--- src/hdl/stack_cpu_pkg.sv ---
package stack_cpu_pkg;

  localparam int WORD_W     = 16;
  localparam int DSTK_DEPTH = 16;
  localparam int CSTK_DEPTH = 8;

  typedef enum logic [1:0] {
    SRC_STK0 = 2'h0,
    SRC_FP   = 2'h1,
    SRC_IP   = 2'h2,
    SRC_CSTK = 2'h3
  } src_a_e;

  // Register-form ALU instructions carry these codes in insn[5:0]
  typedef enum logic [5:0] {
    ALU_ADD   = 6'h00,
    ALU_SUB   = 6'h01,
    ALU_AND   = 6'h02,
    ALU_OR    = 6'h03,
    ALU_XOR   = 6'h04,
    ALU_SHL   = 6'h05,
    ALU_SHR   = 6'h06,
    ALU_A     = 6'h07,
    ALU_B     = 6'h08,
    ALU_ADDZ  = 6'h09,
    ALU_ADDNZ = 6'h0a
  } alu_op_e;

  typedef enum logic [1:0] {
    PH_FETCH  = 2'h0,
    PH_DECODE = 2'h1,
    PH_EXEC   = 2'h2,
    PH_LOAD   = 2'h3
  } phase_e;

  typedef struct packed {
    logic              imm;
    logic              sign;
    logic [WORD_W-1:0] imm_mask;
    src_a_e            src_a;
    alu_op_e           alu_sel;
    logic              wr_stk1;
    logic              pop;
    logic              push;
    logic              load_stk;
    logic              load_fp;
    logic              load_ip;
    logic              cpop;
    logic              cpush;
    logic              byt;
    logic              rd_mem;
    logic              wr_mem;
  } ctrl_t;

endpackage

--- src/hdl/insn_decoder.sv ---
`timescale 1ns/1ps

module insn_decoder (
  input  logic [stack_cpu_pkg::WORD_W-1:0] insn,
  output stack_cpu_pkg::ctrl_t             ctrl
);
  import stack_cpu_pkg::*;

  logic [3:0] op;

  assign op = insn[15:12];

  always_comb
  begin
    ctrl.imm     = (op != 4'h7);
    ctrl.wr_stk1 = (op == 4'h7) & insn[3];

    priority casez (op)
      4'b000?:         ctrl.sign = insn[11];
      4'b001?, 4'b0100: ctrl.sign = insn[9];
      default:         ctrl.sign = 1'b0;
    endcase

    priority casez (op)
      4'b1???: ctrl.imm_mask = 16'h7fff;
      4'b000?: ctrl.imm_mask = 16'h0ffe;
      4'b0100: ctrl.imm_mask = 16'h03fe;
      default: ctrl.imm_mask = 16'h03ff;
    endcase

    priority casez (insn)
      16'b000?_????_????_????: ctrl.src_a = SRC_IP;  // JMP, CALL, JZ, JNZ
      16'b001?_????_????_????,
      16'b010?_????_????_????: ctrl.src_a = src_a_e'(insn[11:10]);
      16'b0110_????_????_????: ctrl.src_a = SRC_FP;  // ADD FP
      16'b0111_1???_????_00?0: ctrl.src_a = SRC_CSTK; // RET, CPOP FP
      16'b0111_1???_????_0011: ctrl.src_a = SRC_FP;  // CPUSH FP
      default:                 ctrl.src_a = SRC_STK0;
    endcase

    priority casez (insn)
      16'b1???_????_????_????: ctrl.alu_sel = ALU_B;  // PUSH imm
      16'b0001_????_????_???0: ctrl.alu_sel = ALU_ADDZ;
      16'b0001_????_????_???1: ctrl.alu_sel = ALU_ADDNZ;
      16'b001?_00??_????_????,
      16'b010?_00??_????_????: ctrl.alu_sel = ALU_B;  // No base register
      16'b0111_0???_????_????: ctrl.alu_sel = alu_op_e'(insn[5:0]);
      16'b0111_1???_????_????: ctrl.alu_sel = ALU_A;
      default:                 ctrl.alu_sel = ALU_ADD;
    endcase

    priority casez (insn)
      16'b0010_????_????_????: ctrl.rd_mem = 1'b1; // LD.1
      16'b0100_????_????_???0: ctrl.rd_mem = 1'b1; // LD
      16'b0111_1???_????_10??: ctrl.rd_mem = 1'b1;
      default:                 ctrl.rd_mem = 1'b0;
    endcase

    priority casez (insn)
      16'b0011_????_????_????: ctrl.wr_mem = 1'b1; // ST.1
      16'b0100_????_????_???1: ctrl.wr_mem = 1'b1; // ST
      16'b0111_1???_????_11??: ctrl.wr_mem = 1'b1;
      default:                 ctrl.wr_mem = 1'b0;
    endcase

    priority casez (insn)
      16'b0001_????_????_????: ctrl.pop = 1'b1;
      16'b0011_????_????_????: ctrl.pop = 1'b1;
      16'b0100_????_????_???1: ctrl.pop = 1'b1;
      16'b0111_0???_?1??_????: ctrl.pop = 1'b1; // ALU with pop bit
      16'b0111_1???_????_?1??: ctrl.pop = 1'b1;
      default:                 ctrl.pop = 1'b0;
    endcase

    priority casez (insn)
      16'b1???_????_????_????: ctrl.push = 1'b1;
      16'b0010_????_????_????: ctrl.push = 1'b1;
      16'b0100_????_????_???0: ctrl.push = 1'b1;
      16'b0101_????_????_????: ctrl.push = 1'b1;
      16'b0111_????_1???_????: ctrl.push = 1'b1; // ALU with push bit
      default:                 ctrl.push = 1'b0;
    endcase

    priority casez (insn)
      16'b0111_0???_????_????: ctrl.load_stk = 1'b1;
      16'b0111_1???_????_1?0?: ctrl.load_stk = 1'b1;
      default:                 ctrl.load_stk = ctrl.push;
    endcase

    priority casez (insn)
      16'b0110_????_????_????: ctrl.load_fp = 1'b1;
      16'b0111_1???_????_0010: ctrl.load_fp = 1'b1;
      default:                 ctrl.load_fp = 1'b0;
    endcase

    priority casez (insn)
      16'b000?_????_????_????: ctrl.load_ip = 1'b1;
      16'b0111_1???_????_0000: ctrl.load_ip = 1'b1; // RET
      default:                 ctrl.load_ip = 1'b0;
    endcase

    priority casez (insn)
      16'b0111_1???_????_00?0: ctrl.cpop = 1'b1;
      default:                 ctrl.cpop = 1'b0;
    endcase

    priority casez (insn)
      16'b0000_????_????_???1: ctrl.cpush = 1'b1; // CALL
      16'b0111_1???_????_0011: ctrl.cpush = 1'b1;
      default:                 ctrl.cpush = 1'b0;
    endcase

    priority casez (insn)
      16'b001?_????_????_????: ctrl.byt = 1'b1;
      16'b0111_????_????_???1: ctrl.byt = 1'b1;
      default:                 ctrl.byt = 1'b0;
    endcase
  end

endmodule

--- src/hdl/alu.sv ---
`timescale 1ns/1ps

module alu (
  input  logic [stack_cpu_pkg::WORD_W-1:0] operand_a,
  input  logic [stack_cpu_pkg::WORD_W-1:0] operand_b,
  input  stack_cpu_pkg::alu_op_e           alu_sel,
  input  logic                             top_zero,
  output logic [stack_cpu_pkg::WORD_W-1:0] result
);
  import stack_cpu_pkg::*;

  logic [WORD_W-1:0]         sum;
  logic [$clog2(WORD_W)-1:0] shamt;

  assign sum   = operand_a + operand_b;
  assign shamt = operand_b[$clog2(WORD_W)-1:0];

  always_comb
  begin
    case (alu_sel)
      ALU_ADD:   result = sum;
      ALU_SUB:   result = operand_a - operand_b;
      ALU_AND:   result = operand_a & operand_b;
      ALU_OR:    result = operand_a | operand_b;
      ALU_XOR:   result = operand_a ^ operand_b;
      ALU_SHL:   result = operand_a << shamt;
      ALU_SHR:   result = operand_a >> shamt;
      ALU_A:     result = operand_a;
      ALU_B:     result = operand_b;
      ALU_ADDZ:  result = top_zero ? sum : operand_a; // Taken jump or next ip
      ALU_ADDNZ: result = top_zero ? operand_a : sum;
      default:   result = '0;
    endcase
  end

endmodule

--- src/hdl/hw_stack.sv ---
`timescale 1ns/1ps

module hw_stack #(
  parameter int DEPTH = stack_cpu_pkg::DSTK_DEPTH
) (
  input  logic                             clk,
  input  logic                             rst_n,
  input  logic                             push,
  input  logic                             pop,
  input  logic                             load_top,
  input  logic                             wr_second,
  input  logic [stack_cpu_pkg::WORD_W-1:0] top_in,
  output logic [stack_cpu_pkg::WORD_W-1:0] top,
  output logic [stack_cpu_pkg::WORD_W-1:0] second,
  input  logic                             en
);
  import stack_cpu_pkg::*;

  logic [WORD_W-1:0]        mem [DEPTH];
  logic [$clog2(DEPTH)-1:0] ptr;
  logic [$clog2(DEPTH)-1:0] ptr_nx;

  assign top    = mem[ptr];
  assign second = mem[ptr - 1'b1];

  always_comb
  begin
    ptr_nx = ptr;
    if (push && !pop)
      ptr_nx = ptr + 1'b1; // Wraps at DEPTH
    else if (pop && !push)
      ptr_nx = ptr - 1'b1;
  end

  always_ff @(posedge clk or negedge rst_n)
  begin
    if (!rst_n)
      ptr <= '0;
    else if (en)
      ptr <= ptr_nx;
  end

  always_ff @(posedge clk)
  begin
    if (en && (push || load_top))
      mem[ptr_nx] <= top_in;
    if (en && wr_second)
      mem[ptr_nx - 1'b1] <= top_in; // Entry under the new top
  end

endmodule

--- src/hdl/cpu_regs.sv ---
`timescale 1ns/1ps

module cpu_regs (
  input  logic                             clk,
  input  logic                             rst_n,
  input  stack_cpu_pkg::ctrl_t             ctrl,
  input  logic                             insn_load,
  input  logic [stack_cpu_pkg::WORD_W-1:0] insn_in,
  input  logic                             exec_en,
  input  logic [stack_cpu_pkg::WORD_W-1:0] result,
  input  logic [stack_cpu_pkg::WORD_W-1:0] stk_top,
  input  logic [stack_cpu_pkg::WORD_W-1:0] stk_second,
  input  logic [stack_cpu_pkg::WORD_W-1:0] cstk_top,
  output logic [stack_cpu_pkg::WORD_W-1:0] insn,
  output logic [stack_cpu_pkg::WORD_W-1:0] ip,
  output logic [stack_cpu_pkg::WORD_W-1:0] operand_a,
  output logic [stack_cpu_pkg::WORD_W-1:0] operand_b
);
  import stack_cpu_pkg::*;

  logic [WORD_W-1:0] fp;
  logic [WORD_W-1:0] imm_val;
  logic [WORD_W-1:0] sign_fill;

  always_ff @(posedge clk or negedge rst_n)
  begin
    if (!rst_n)
    begin
      ip <= '0;
      fp <= '0;
    end
    else
    begin
      if (insn_load)
        ip <= ip + 1'b1; // Jumps are relative to the next word
      else if (exec_en && ctrl.load_ip)
        ip <= result;
      if (exec_en && ctrl.load_fp)
        fp <= result;
    end
  end

  always_ff @(posedge clk)
  begin
    if (insn_load)
      insn <= insn_in;
  end

  // Bits above the field, set when the sign bit is
  assign sign_fill = {WORD_W{ctrl.sign}} & ~(ctrl.imm_mask | WORD_W'(1));
  assign imm_val   = (insn & ctrl.imm_mask) | sign_fill;
  assign operand_b = ctrl.imm ? imm_val : stk_second;

  always_comb
  begin
    case (ctrl.src_a)
      SRC_STK0: operand_a = stk_top;
      SRC_FP:   operand_a = fp;
      SRC_IP:   operand_a = ip;
      SRC_CSTK: operand_a = cstk_top;
      default:  operand_a = stk_top;
    endcase
  end

endmodule

--- src/hdl/cpu_control.sv ---
`timescale 1ns/1ps

module cpu_control (
  input  logic                             clk,
  input  logic                             rst_n,
  input  stack_cpu_pkg::ctrl_t             ctrl,
  input  logic [stack_cpu_pkg::WORD_W-1:0] ip,
  input  logic [stack_cpu_pkg::WORD_W-1:0] result,
  input  logic [stack_cpu_pkg::WORD_W-1:0] stk_top,
  input  logic [stack_cpu_pkg::WORD_W-1:0] stk_second,
  output logic                             mem_rd,
  output logic                             mem_wr,
  output logic                             mem_byte,
  output logic [stack_cpu_pkg::WORD_W-1:0] mem_addr,
  output logic [stack_cpu_pkg::WORD_W-1:0] mem_wdata,
  output logic                             insn_load,
  output logic                             exec_en,
  output logic                             load_en
);
  import stack_cpu_pkg::*;

  phase_e phase;
  phase_e phase_nx;
  logic   run;

  always_comb
  begin
    case (phase)
      PH_FETCH:  phase_nx = run ? PH_DECODE : PH_FETCH; // Hold until out of reset
      PH_DECODE: phase_nx = PH_EXEC;
      PH_EXEC:   phase_nx = ctrl.rd_mem ? PH_LOAD : PH_FETCH;
      default:   phase_nx = PH_FETCH;
    endcase
  end

  always_ff @(posedge clk or negedge rst_n)
  begin
    if (!rst_n)
    begin
      phase <= PH_FETCH;
      run   <= 1'b0;
    end
    else
    begin
      phase <= phase_nx;
      run   <= 1'b1;
    end
  end

  assign insn_load = (phase == PH_DECODE);
  assign exec_en   = (phase == PH_EXEC) & ~ctrl.rd_mem; // Loads update in PH_LOAD
  assign load_en   = (phase == PH_LOAD);

  assign mem_rd    = ((phase == PH_FETCH) & run) | ((phase == PH_EXEC) & ctrl.rd_mem);
  assign mem_wr    = (phase == PH_EXEC) & ctrl.wr_mem;
  assign mem_byte  = (phase == PH_EXEC) & ctrl.byt & (ctrl.rd_mem | ctrl.wr_mem);
  assign mem_addr  = (phase == PH_FETCH) ? ip : result;
  assign mem_wdata = ctrl.imm ? stk_top : stk_second; // Register form stores NOS

endmodule

--- src/hdl/stack_cpu.sv ---
`timescale 1ns/1ps

module stack_cpu (
  input  logic                             clk,
  input  logic                             rst_n,
  output logic [stack_cpu_pkg::WORD_W-1:0] mem_addr,
  output logic                             mem_rd,
  output logic                             mem_wr,
  output logic                             mem_byte,
  output logic [stack_cpu_pkg::WORD_W-1:0] mem_wdata,
  input  logic [stack_cpu_pkg::WORD_W-1:0] mem_rdata
);
  import stack_cpu_pkg::*;

  ctrl_t             ctrl;
  logic [WORD_W-1:0] insn;
  logic [WORD_W-1:0] ip;
  logic [WORD_W-1:0] operand_a;
  logic [WORD_W-1:0] operand_b;
  logic [WORD_W-1:0] result;
  logic [WORD_W-1:0] stk_top;
  logic [WORD_W-1:0] stk_second;
  logic [WORD_W-1:0] cstk_top;
  logic [WORD_W-1:0] dstk_in;
  logic              insn_load;
  logic              exec_en;
  logic              load_en;
  logic              dstk_en;
  logic              top_zero;

  assign dstk_in  = load_en ? mem_rdata : result; // Load data lands on the stack
  assign dstk_en  = exec_en | load_en;
  assign top_zero = (stk_top == '0);

  insn_decoder u_dec (
    .insn (insn),
    .ctrl (ctrl)
  );

  alu u_alu (
    .operand_a (operand_a),
    .operand_b (operand_b),
    .alu_sel   (ctrl.alu_sel),
    .top_zero  (top_zero),
    .result    (result)
  );

  hw_stack #(.DEPTH(DSTK_DEPTH)) u_dstk (
    .clk       (clk),
    .rst_n     (rst_n),
    .push      (ctrl.push),
    .pop       (ctrl.pop),
    .load_top  (ctrl.load_stk),
    .wr_second (ctrl.wr_stk1),
    .top_in    (dstk_in),
    .top       (stk_top),
    .second    (stk_second),
    .en        (dstk_en)
  );

  // Return addresses and saved fp both arrive through operand A
  hw_stack #(.DEPTH(CSTK_DEPTH)) u_cstk (
    .clk       (clk),
    .rst_n     (rst_n),
    .push      (ctrl.cpush),
    .pop       (ctrl.cpop),
    .load_top  (1'b0),
    .wr_second (1'b0),
    .top_in    (operand_a),
    .top       (cstk_top),
    .second    (),
    .en        (exec_en)
  );

  cpu_regs u_regs (
    .clk        (clk),
    .rst_n      (rst_n),
    .ctrl       (ctrl),
    .insn_load  (insn_load),
    .insn_in    (mem_rdata),
    .exec_en    (exec_en),
    .result     (result),
    .stk_top    (stk_top),
    .stk_second (stk_second),
    .cstk_top   (cstk_top),
    .insn       (insn),
    .ip         (ip),
    .operand_a  (operand_a),
    .operand_b  (operand_b)
  );

  cpu_control u_ctl (
    .clk        (clk),
    .rst_n      (rst_n),
    .ctrl       (ctrl),
    .ip         (ip),
    .result     (result),
    .stk_top    (stk_top),
    .stk_second (stk_second),
    .mem_rd     (mem_rd),
    .mem_wr     (mem_wr),
    .mem_byte   (mem_byte),
    .mem_addr   (mem_addr),
    .mem_wdata  (mem_wdata),
    .insn_load  (insn_load),
    .exec_en    (exec_en),
    .load_en    (load_en)
  );

endmodule

--- config.mk ---
export PLATFORM = sky130hd
export DESIGN_NAME = stack_cpu
export DESIGN_NICKNAME = d
export VERILOG_FILES = /design/src/hdl/stack_cpu_pkg.sv /design/src/hdl/insn_decoder.sv /design/src/hdl/alu.sv /design/src/hdl/hw_stack.sv /design/src/hdl/cpu_regs.sv /design/src/hdl/cpu_control.sv /design/src/hdl/stack_cpu.sv
export SDC_FILE = /design/constraint.sdc
export NUM_CORES = 1
export LEC_CHECK = 0
export BUFFER_PORTS_ARGS = -buffer_cell sky130_fd_sc_hd__buf_2
export CORE_UTILIZATION = 59
export CTS_CLUSTER_DIAMETER = 150
export CTS_CLUSTER_SIZE = 25
export DETAILED_ROUTE_END_ITERATION = 10
export GPL_ROUTABILITY_DRIVEN = 0
export PLACE_DENSITY_LB_ADDON = 0.08
export SYNTH_ARGS = -nofsm -noshare
export SYNTH_HDL_FRONTEND = slang
export SYNTH_SLANG_ARGS = --single-unit
--- constraint.sdc ---
create_clock -name clk -period 9.7 [get_ports clk]
set_clock_uncertainty 0.05 [all_clocks]
set_input_delay 1.94 -clock clk [delete_from_list [all_inputs] [get_ports clk]]
set_output_delay 1.94 -clock clk [all_outputs]
set_load 0.005 [all_outputs]
## Word level (Yosys, flattened, before mapping)

Memory sizes are Yosys's and may differ from the RTL's.
Cells that the tools add are included.

- Register bits after elaboration: 58
- Bits in writable memories: 384
- Input bits: 18
- Output and inout bits: 35
- Logic and storage cells: 153
- Memories kept: 2

- Add/subtract/negate cells: 8
- Eq/ne operators: 46
- Shift operators: 2
- Mux-type cells: 37
- Bitwise logic cells: 18
- Reduce and logical (&&, ||, !) cells: 33

Memory list:

| memory | words | width | read ports | clocked after Yosys merged registers in | write ports | line | RTL |
|---|---|---|---|---|---|---|---|
| u_dstk.mem | 16 | 16 | 2 | 0 | 2 | hw_stack.sv:19 | `logic [WORD_W-1:0] mem [DEPTH];` |
| u_cstk.mem | 8 | 16 | 1 | 0 | 1 | hw_stack.sv:19 |  |

Operator list:

| kind | number |
|---|---|
| case mux 16 bit (11 select lines) | 1 |
| 2-to-1 mux 16 bit | 8 |
| case mux 16 bit (4 select lines) | 1 |
| case mux 15 bit (3 select lines) | 1 |
| equality test 5 x 4 -> 1 bit, second input constant | 7 |
| bitwise AND 16 bit | 2 |
| bitwise OR 16 bit | 2 |
| case mux 6 bit (5 select lines) | 1 |
| equality test 9 x 8 -> 1 bit, second input constant | 3 |
| equality test 6 x 3 -> 1 bit, second input constant | 4 |
| equality test 7 x 6 -> 1 bit, second input constant | 3 |
| equality test 6 x 4 -> 1 bit, second input constant | 3 |
| 2-to-1 mux 1 bit | 17 |
| adder 16 x 1 -> 16 bit, second input constant | 1 |
| adder 16 bit | 1 |
| bitwise AND 16 x 15 -> 16 bit | 1 |
| equality test 4 x 3 -> 1 bit, second input constant | 4 |
| logical NOT 16 bit | 1 |
| NOT 15 -> 16 bit | 1 |
| OR reduction 2 bit | 8 |
| left shift 16 x 4 -> 16 bit | 1 |
| right shift 16 x 4 -> 16 bit | 1 |
| subtractor 16 bit | 1 |
| bitwise XOR 16 bit | 1 |
| 36 further kinds | 70 |

## Logic depth before layout (Yosys ltp)

- Depth in word-level cells: 11
- Gate-level depth with buffers: 27
- Mapped depth without buffers: 18

## Cells and area by module

Synthesis repeated with hierarchy kept, for this count alone.

- Cells, all modules: 1974
- Area total of the unflattened synthesis: 26688.1 µm²

Modules (own cells, without submodules):

| module | times used | cells each | area an instance (µm²) |
|---|---|---|---|
| hw_stack at u_dstk | 1 | 699 | 12244.2 |
| hw_stack at u_cstk | 1 | 307 | 6281.0 |
| alu | 1 | 567 | 3955.0 |
| cpu_regs | 1 | 229 | 2753.9 |
| cpu_control | 1 | 52 | 594.3 |
| insn_decoder | 1 | 95 | 570.5 |
| stack_cpu | 1 | 25 | 289.0 |

## Worst setup path after synthesis

OpenSTA, ideal clock, no wires.

- Kind: reg2out
- From: reg u_dstk.ptr[0]
- To: out mem_addr[14] in the netlist's numbering
- Arrival time: 6.108 ns
- Required time: 7.710 ns
- Setup slack: 1.602 ns
- Stages on the path, launching flop included: 27
- Path buffers: 10
- Cell sequence: dfrtp_1 buf_6 buf_8 buf_6 buf_4 inv_2 ha_1 clkbuf_1 clkbuf_1 buf_1 clkbuf_1 clkbuf_1 mux4_2 mux2i_1 nand2_1 nand3_1 o21ai_0 ha_1 clkbuf_1 o21ai_0 o2111ai_1 a21oi_1 o211ai_1 a21oi_1 or4b_2 and4_1 a31oi_1

- Word-level cells in the longest chain between the ends: 7
- Elaborated cells on any way between the ends: 16
- Classes of those cells: add/sub: 3; shift: 2; mux: 6; bitwise: 3; reduce/logical: 1; memory: 1

Ends and longest elaborated chain:

| element | line | RTL |
|---|---|---|
| start: declaration | hw_stack.sv:20 | `logic [$clog2(DEPTH)-1:0] ptr;` |
| start signal: assignment | hw_stack.sv:40 | `ptr <= ptr_nx;` |
| subtractor 4 x 1 -> 4 bit | hw_stack.sv:24 | `assign second = mem[ptr - 1'b1];` |
| memory read (16 x 16 bit) (*) | - |  |
| 2-to-1 mux 16 bit | cpu_regs.sv:52 | `assign operand_b = ctrl.imm ? imm_val : stk_second;` |
| adder 16 bit | alu.sv:15 | `assign sum = operand_a + operand_b;` |
| 2-to-1 mux 16 bit (on tied branches) | alu.sv:31, alu.sv:30 |  |
| case mux 16 bit (11 select lines) (*) | alu.sv:20 | `case (alu_sel)` |
| 2-to-1 mux 16 bit (*) | cpu_control.sv:57 | `assign mem_addr = (phase == PH_FETCH) ? ip : result;` |
| end: declaration | stack_cpu.sv:6 | `output logic [stack_cpu_pkg::WORD_W-1:0] mem_addr,` |

Every way passes the cells marked *; elsewhere a longest branch is shown, timed or not.

## Worst setup path after layout

- From: reg u_dstk.ptr[0]
- To: out mem_addr[15] in the netlist's numbering

- Elaborated cells on any way between the ends: 16
- Classes of those cells: add/sub: 3; shift: 2; mux: 6; bitwise: 3; reduce/logical: 1; memory: 1

RTL lines:

| element | line | RTL |
|---|---|---|
| memory read (16 x 16 bit) (*) | - |  |
| case mux 16 bit (4 select lines) (*) | cpu_regs.sv:56 | `case (ctrl.src_a)` |
| net operand_a[10] | stack_cpu.sv:18 | `logic [WORD_W-1:0] operand_a;` |
| adder 16 bit | alu.sv:15 |  |
| 2-to-1 mux 16 bit (on tied branches) | alu.sv:31, alu.sv:30 |  |
| case mux 16 bit (11 select lines) (*) | alu.sv:20 |  |
| 2-to-1 mux 16 bit (*) | cpu_control.sv:57 |  |

Mark *: on every way through the listed nets, which the timed path passes. The rest lies on a longest branch.

==> impl_metrics.csv <==
group,metric,value,unit
synth,syn_avg_cell_area,13.26,sq um
synth,yosys-mux-area-fraction,0.2038,
sta,finalSetupViolCount,0,
floorplanning,die_x,207.9,um
hold_path,min_path_type,"flop to flop",
clocking,h-tree-depth,1,
final_layout,fin_nets,1996,
detailed_routing,drc,0,
clocking,cts_tree,"yes",
sta,rsz0062_at_grt,"no",
setup_path,crit_fanout,30,
synth,syn_nets,1960,
global_route,antenna_found_initial,1,
final_layout,area_delta_synth_final,7.132,%
sta,tns,0,ns
floorplanning,die_h,207.9,um
detailed_routing,ant_nets,0,
detailed_routing,first_iter_violations,2402,
sta,relSlewSlack,0.1023,
detailed_routing,wl,74870,um
synth,yosys.area.top_type,"edfxtp_1",
detailed_routing,routed_via_density,7.206,
synth,syn-cell-area,0.02502,sq mm
place,dp.final_hpwl,54140,um
synth,synthAdderAreaFrac,0.02931,
final_layout,finalInstanceArea,0.02680,sq mm
global_route,grt_pass1_vias,17190,
place,post_dp_cell_area,0.02618,sq mm
final_layout,final_cell_mix,"400 x edfxtp_1, 167 x mux4_2, 157 x nor2_1",
place,numPortBuffers,52,
synth,yosys.area_share.simple,0.08902,
flow_run,maxCapViolations,0,
global_route,grt_remaining_overflow,0,
setup_path,criticalPathCategory,"flop to primary output",
clocking,cts_buffers,21,
final_layout,register_area,0.01307,sq mm
synth,ys_async_sr_fraction,0.09502,
clocking,cts_setup_buffers,0,
final_layout,drive_gt1_frac,0.2152,
global_route,grt_max_degree,52,
synth,synth_top_area_frac,0.4801,
clocking,cts.clk_slew.worst_paths,0.11,ns
final_layout,num-fill-cells,3109,
floorplanning,initial_utilization,0.5978,
sta,final.period_utilization,0.9155,
synth,yosysWarnings,0,
synth,ys_types,90,
synth,synth_top_family_by_area,"multiplexers",
detailed_routing,wire_per_inst,30.23,um
floorplanning,core.rowCount,75,
setup_path,crit_arrival,6.89,ns
clocking,holdBufCountCts,0,
sta,tightest_slew,1.340,ns
synth,netlist_instances,1887,
final_layout,multi_input_area,0.01123,sq mm
sta,period_needed,8.881,ns
sta,hold_viol,0,
setup_path,critPathCaptureType,"primary output",
sta,fmax,112.6,MHz
detailed_routing,route.vias.total,17850,
run_status,status,"finished clean",
synth,ys_top_cells_by_area,"edfxtp_1 48%, mux4_2 15%, dfrtp_1 4.2%",
synth,ys_seq_area_frac,0.5221,
clocking,cts_sinks,442,
clocking,cts_resized,0,
detailed_routing,firstDrtPassIters,8,
synth,synth_xor_area_frac,0.01255,
global_route,grt_pass1_wl,111900,um
clocking,insertion_delay,0.58,ns
synth,synth_seq_cells,442,
final_layout,layout_commonest_cell,"edfxtp_1",
setup_path,cp.required,7.71,ns
final_layout,num_antenna_cells,0,
synth,synth_edf_count,400,
sta,drv_slew,0,
floorplanning,die_area,0.04323,sq mm
synth,synth-compound-area-share,0.1081,
clocking,cts-root-buf,"clkbuf_16",
floorplanning,io_pins,53,
global_route,grt_use_total,0.3504,
clocking,cts_max_path_buffers,3,
floorplanning,core,0.04185,sq mm
synth,synthFlopType,"edfxtp_1",
setup_path,critPathLaunchType,"flop",
-- synthesized netlist by cell type (7+ instances only) --
cell type and n:
a22oi_1 24, and3_1 9, a21o_1 12, mux2_2 28, a22o_1 13, buf_1 14, a31oi_1 39, mux2i_1 98
o21ai_0 56, o21bai_1 7, a211oi_1 23, nor2b_1 14, a221o_1 10, xnor2_1 26, o221ai_1 12, o211ai_1 13
buf_2 25, a221oi_1 27, nor3_1 52, clkbuf_1 71, o31ai_1 10, and2_1 11, mux4_2 167, inv_1 82
nand2_1 94, edfxtp_1 400, dfrtp_1 42, xor2_1 8, o22ai_1 17, nor2_1 159, nand2b_1 15, nand3_1 26
ha_1 53, nor3b_1 8, nor4_1 22, a21oi_1 73, or2_2 8
-- worst max-delay path: stages, from the launching register on --
cell and delay, ns:
dfrtp_4 0.78, buf_4 0.55, mux4_2 0.59, a22o_1 0.19, a221oi_1 0.64, mux4_2 0.51, inv_1 0.24, ha_1 0.47
inv_1 0.16, nor4_1 0.35, nand3_1 0.17, a21oi_1 0.22, o41ai_1 0.10, xor2_1 0.15, o2111ai_1 0.57, nor2_1 0.08
a32oi_1 0.33, buf_2 0.18
-- flip-flops by register name, summed over array words and instances (netlist names) --
register	count
u_dstk.mem	256
u_regs.ip	16
u_ctl.phase	2
u_regs.insn	16
u_cstk.ptr	3
u_cstk.mem	128
u_regs.fp	16
u_ctl.run	1
u_dstk.ptr	4
-- worst paths after layout --
path                          startpoint               end  slack, ns  depth (start not counted)
max in group asynchronous          rst_n     u_dstk.ptr[0]       7.32                          1
min in group asynchronous          rst_n      u_regs.ip[5]       1.48                          1
setup reg to reg           u_dstk.ptr[0]  u_dstk.mem[4][8]       2.60                         20
hold reg to reg                u_ctl.run    u_ctl.phase[0]       0.46                          2
hold / removal                 u_ctl.run    u_ctl.phase[0]       0.46                          2
setup / recovery           u_dstk.ptr[0]      mem_addr[15]       0.82                         17
-- kinds of logic after synthesis --
kind of cell             count (synthesis)
XOR/XNOR                                35
other                                    1
buffers and inverters                  208
adder cells (fa/ha/maj)                 58
AO/OA/AOI/OAI                          391
multiplexers                           296
AND/OR/NAND/NOR                        456
flip-flops                             442
-- routing by layer --
layer	global-route usage	part of all wire	routed length [um]	vias to the layer above
met5	0	0.00015	11	-
met4	0.1706	0.057	4257	2
met3	0.05675	0.10	7613	255
met2	0.5508	0.47	34940	1133
met1	0.4814	0.37	28040	8900
li1	-	-	-	7559
-- stage by stage --
| step | utilization | worst slack (ns) | hold slack [ns] | std cells |
|---|---|---|---|---|
| 2_1_floorplan | - | 1.602 | 0.3904 | 1887 |
| 3_3_place_gp | 0.6256 | 1.582 | 0.4245 | 2437 |
| 3_5_place_dp | 0.6256 | 1.541 | 0.4256 | 2437 |
| 4_1_cts | 0.6399 | 0.9008 | 0.4498 | 2475 |
| 5_1_grt | 0.6404 | 0.4476 | 0.4753 | 2477 |
| 6_report | 0.6404 | 0.8192 | 0.4597 | 2477 |
-- layout make-up --
type                       count  area share
timing repair buffer         134     0.03375
inverter                      87     0.01218
tap                          539     0.02516
clock inverter                 2   0.0006536
clock buffer                  36     0.02175
multi-input combinational   1237      0.4188
sequential                   442      0.4877
Power is left out: the tool's default activity adds up to more than one toggle a clock period on the data nets, which glitch-free logic cannot reach.
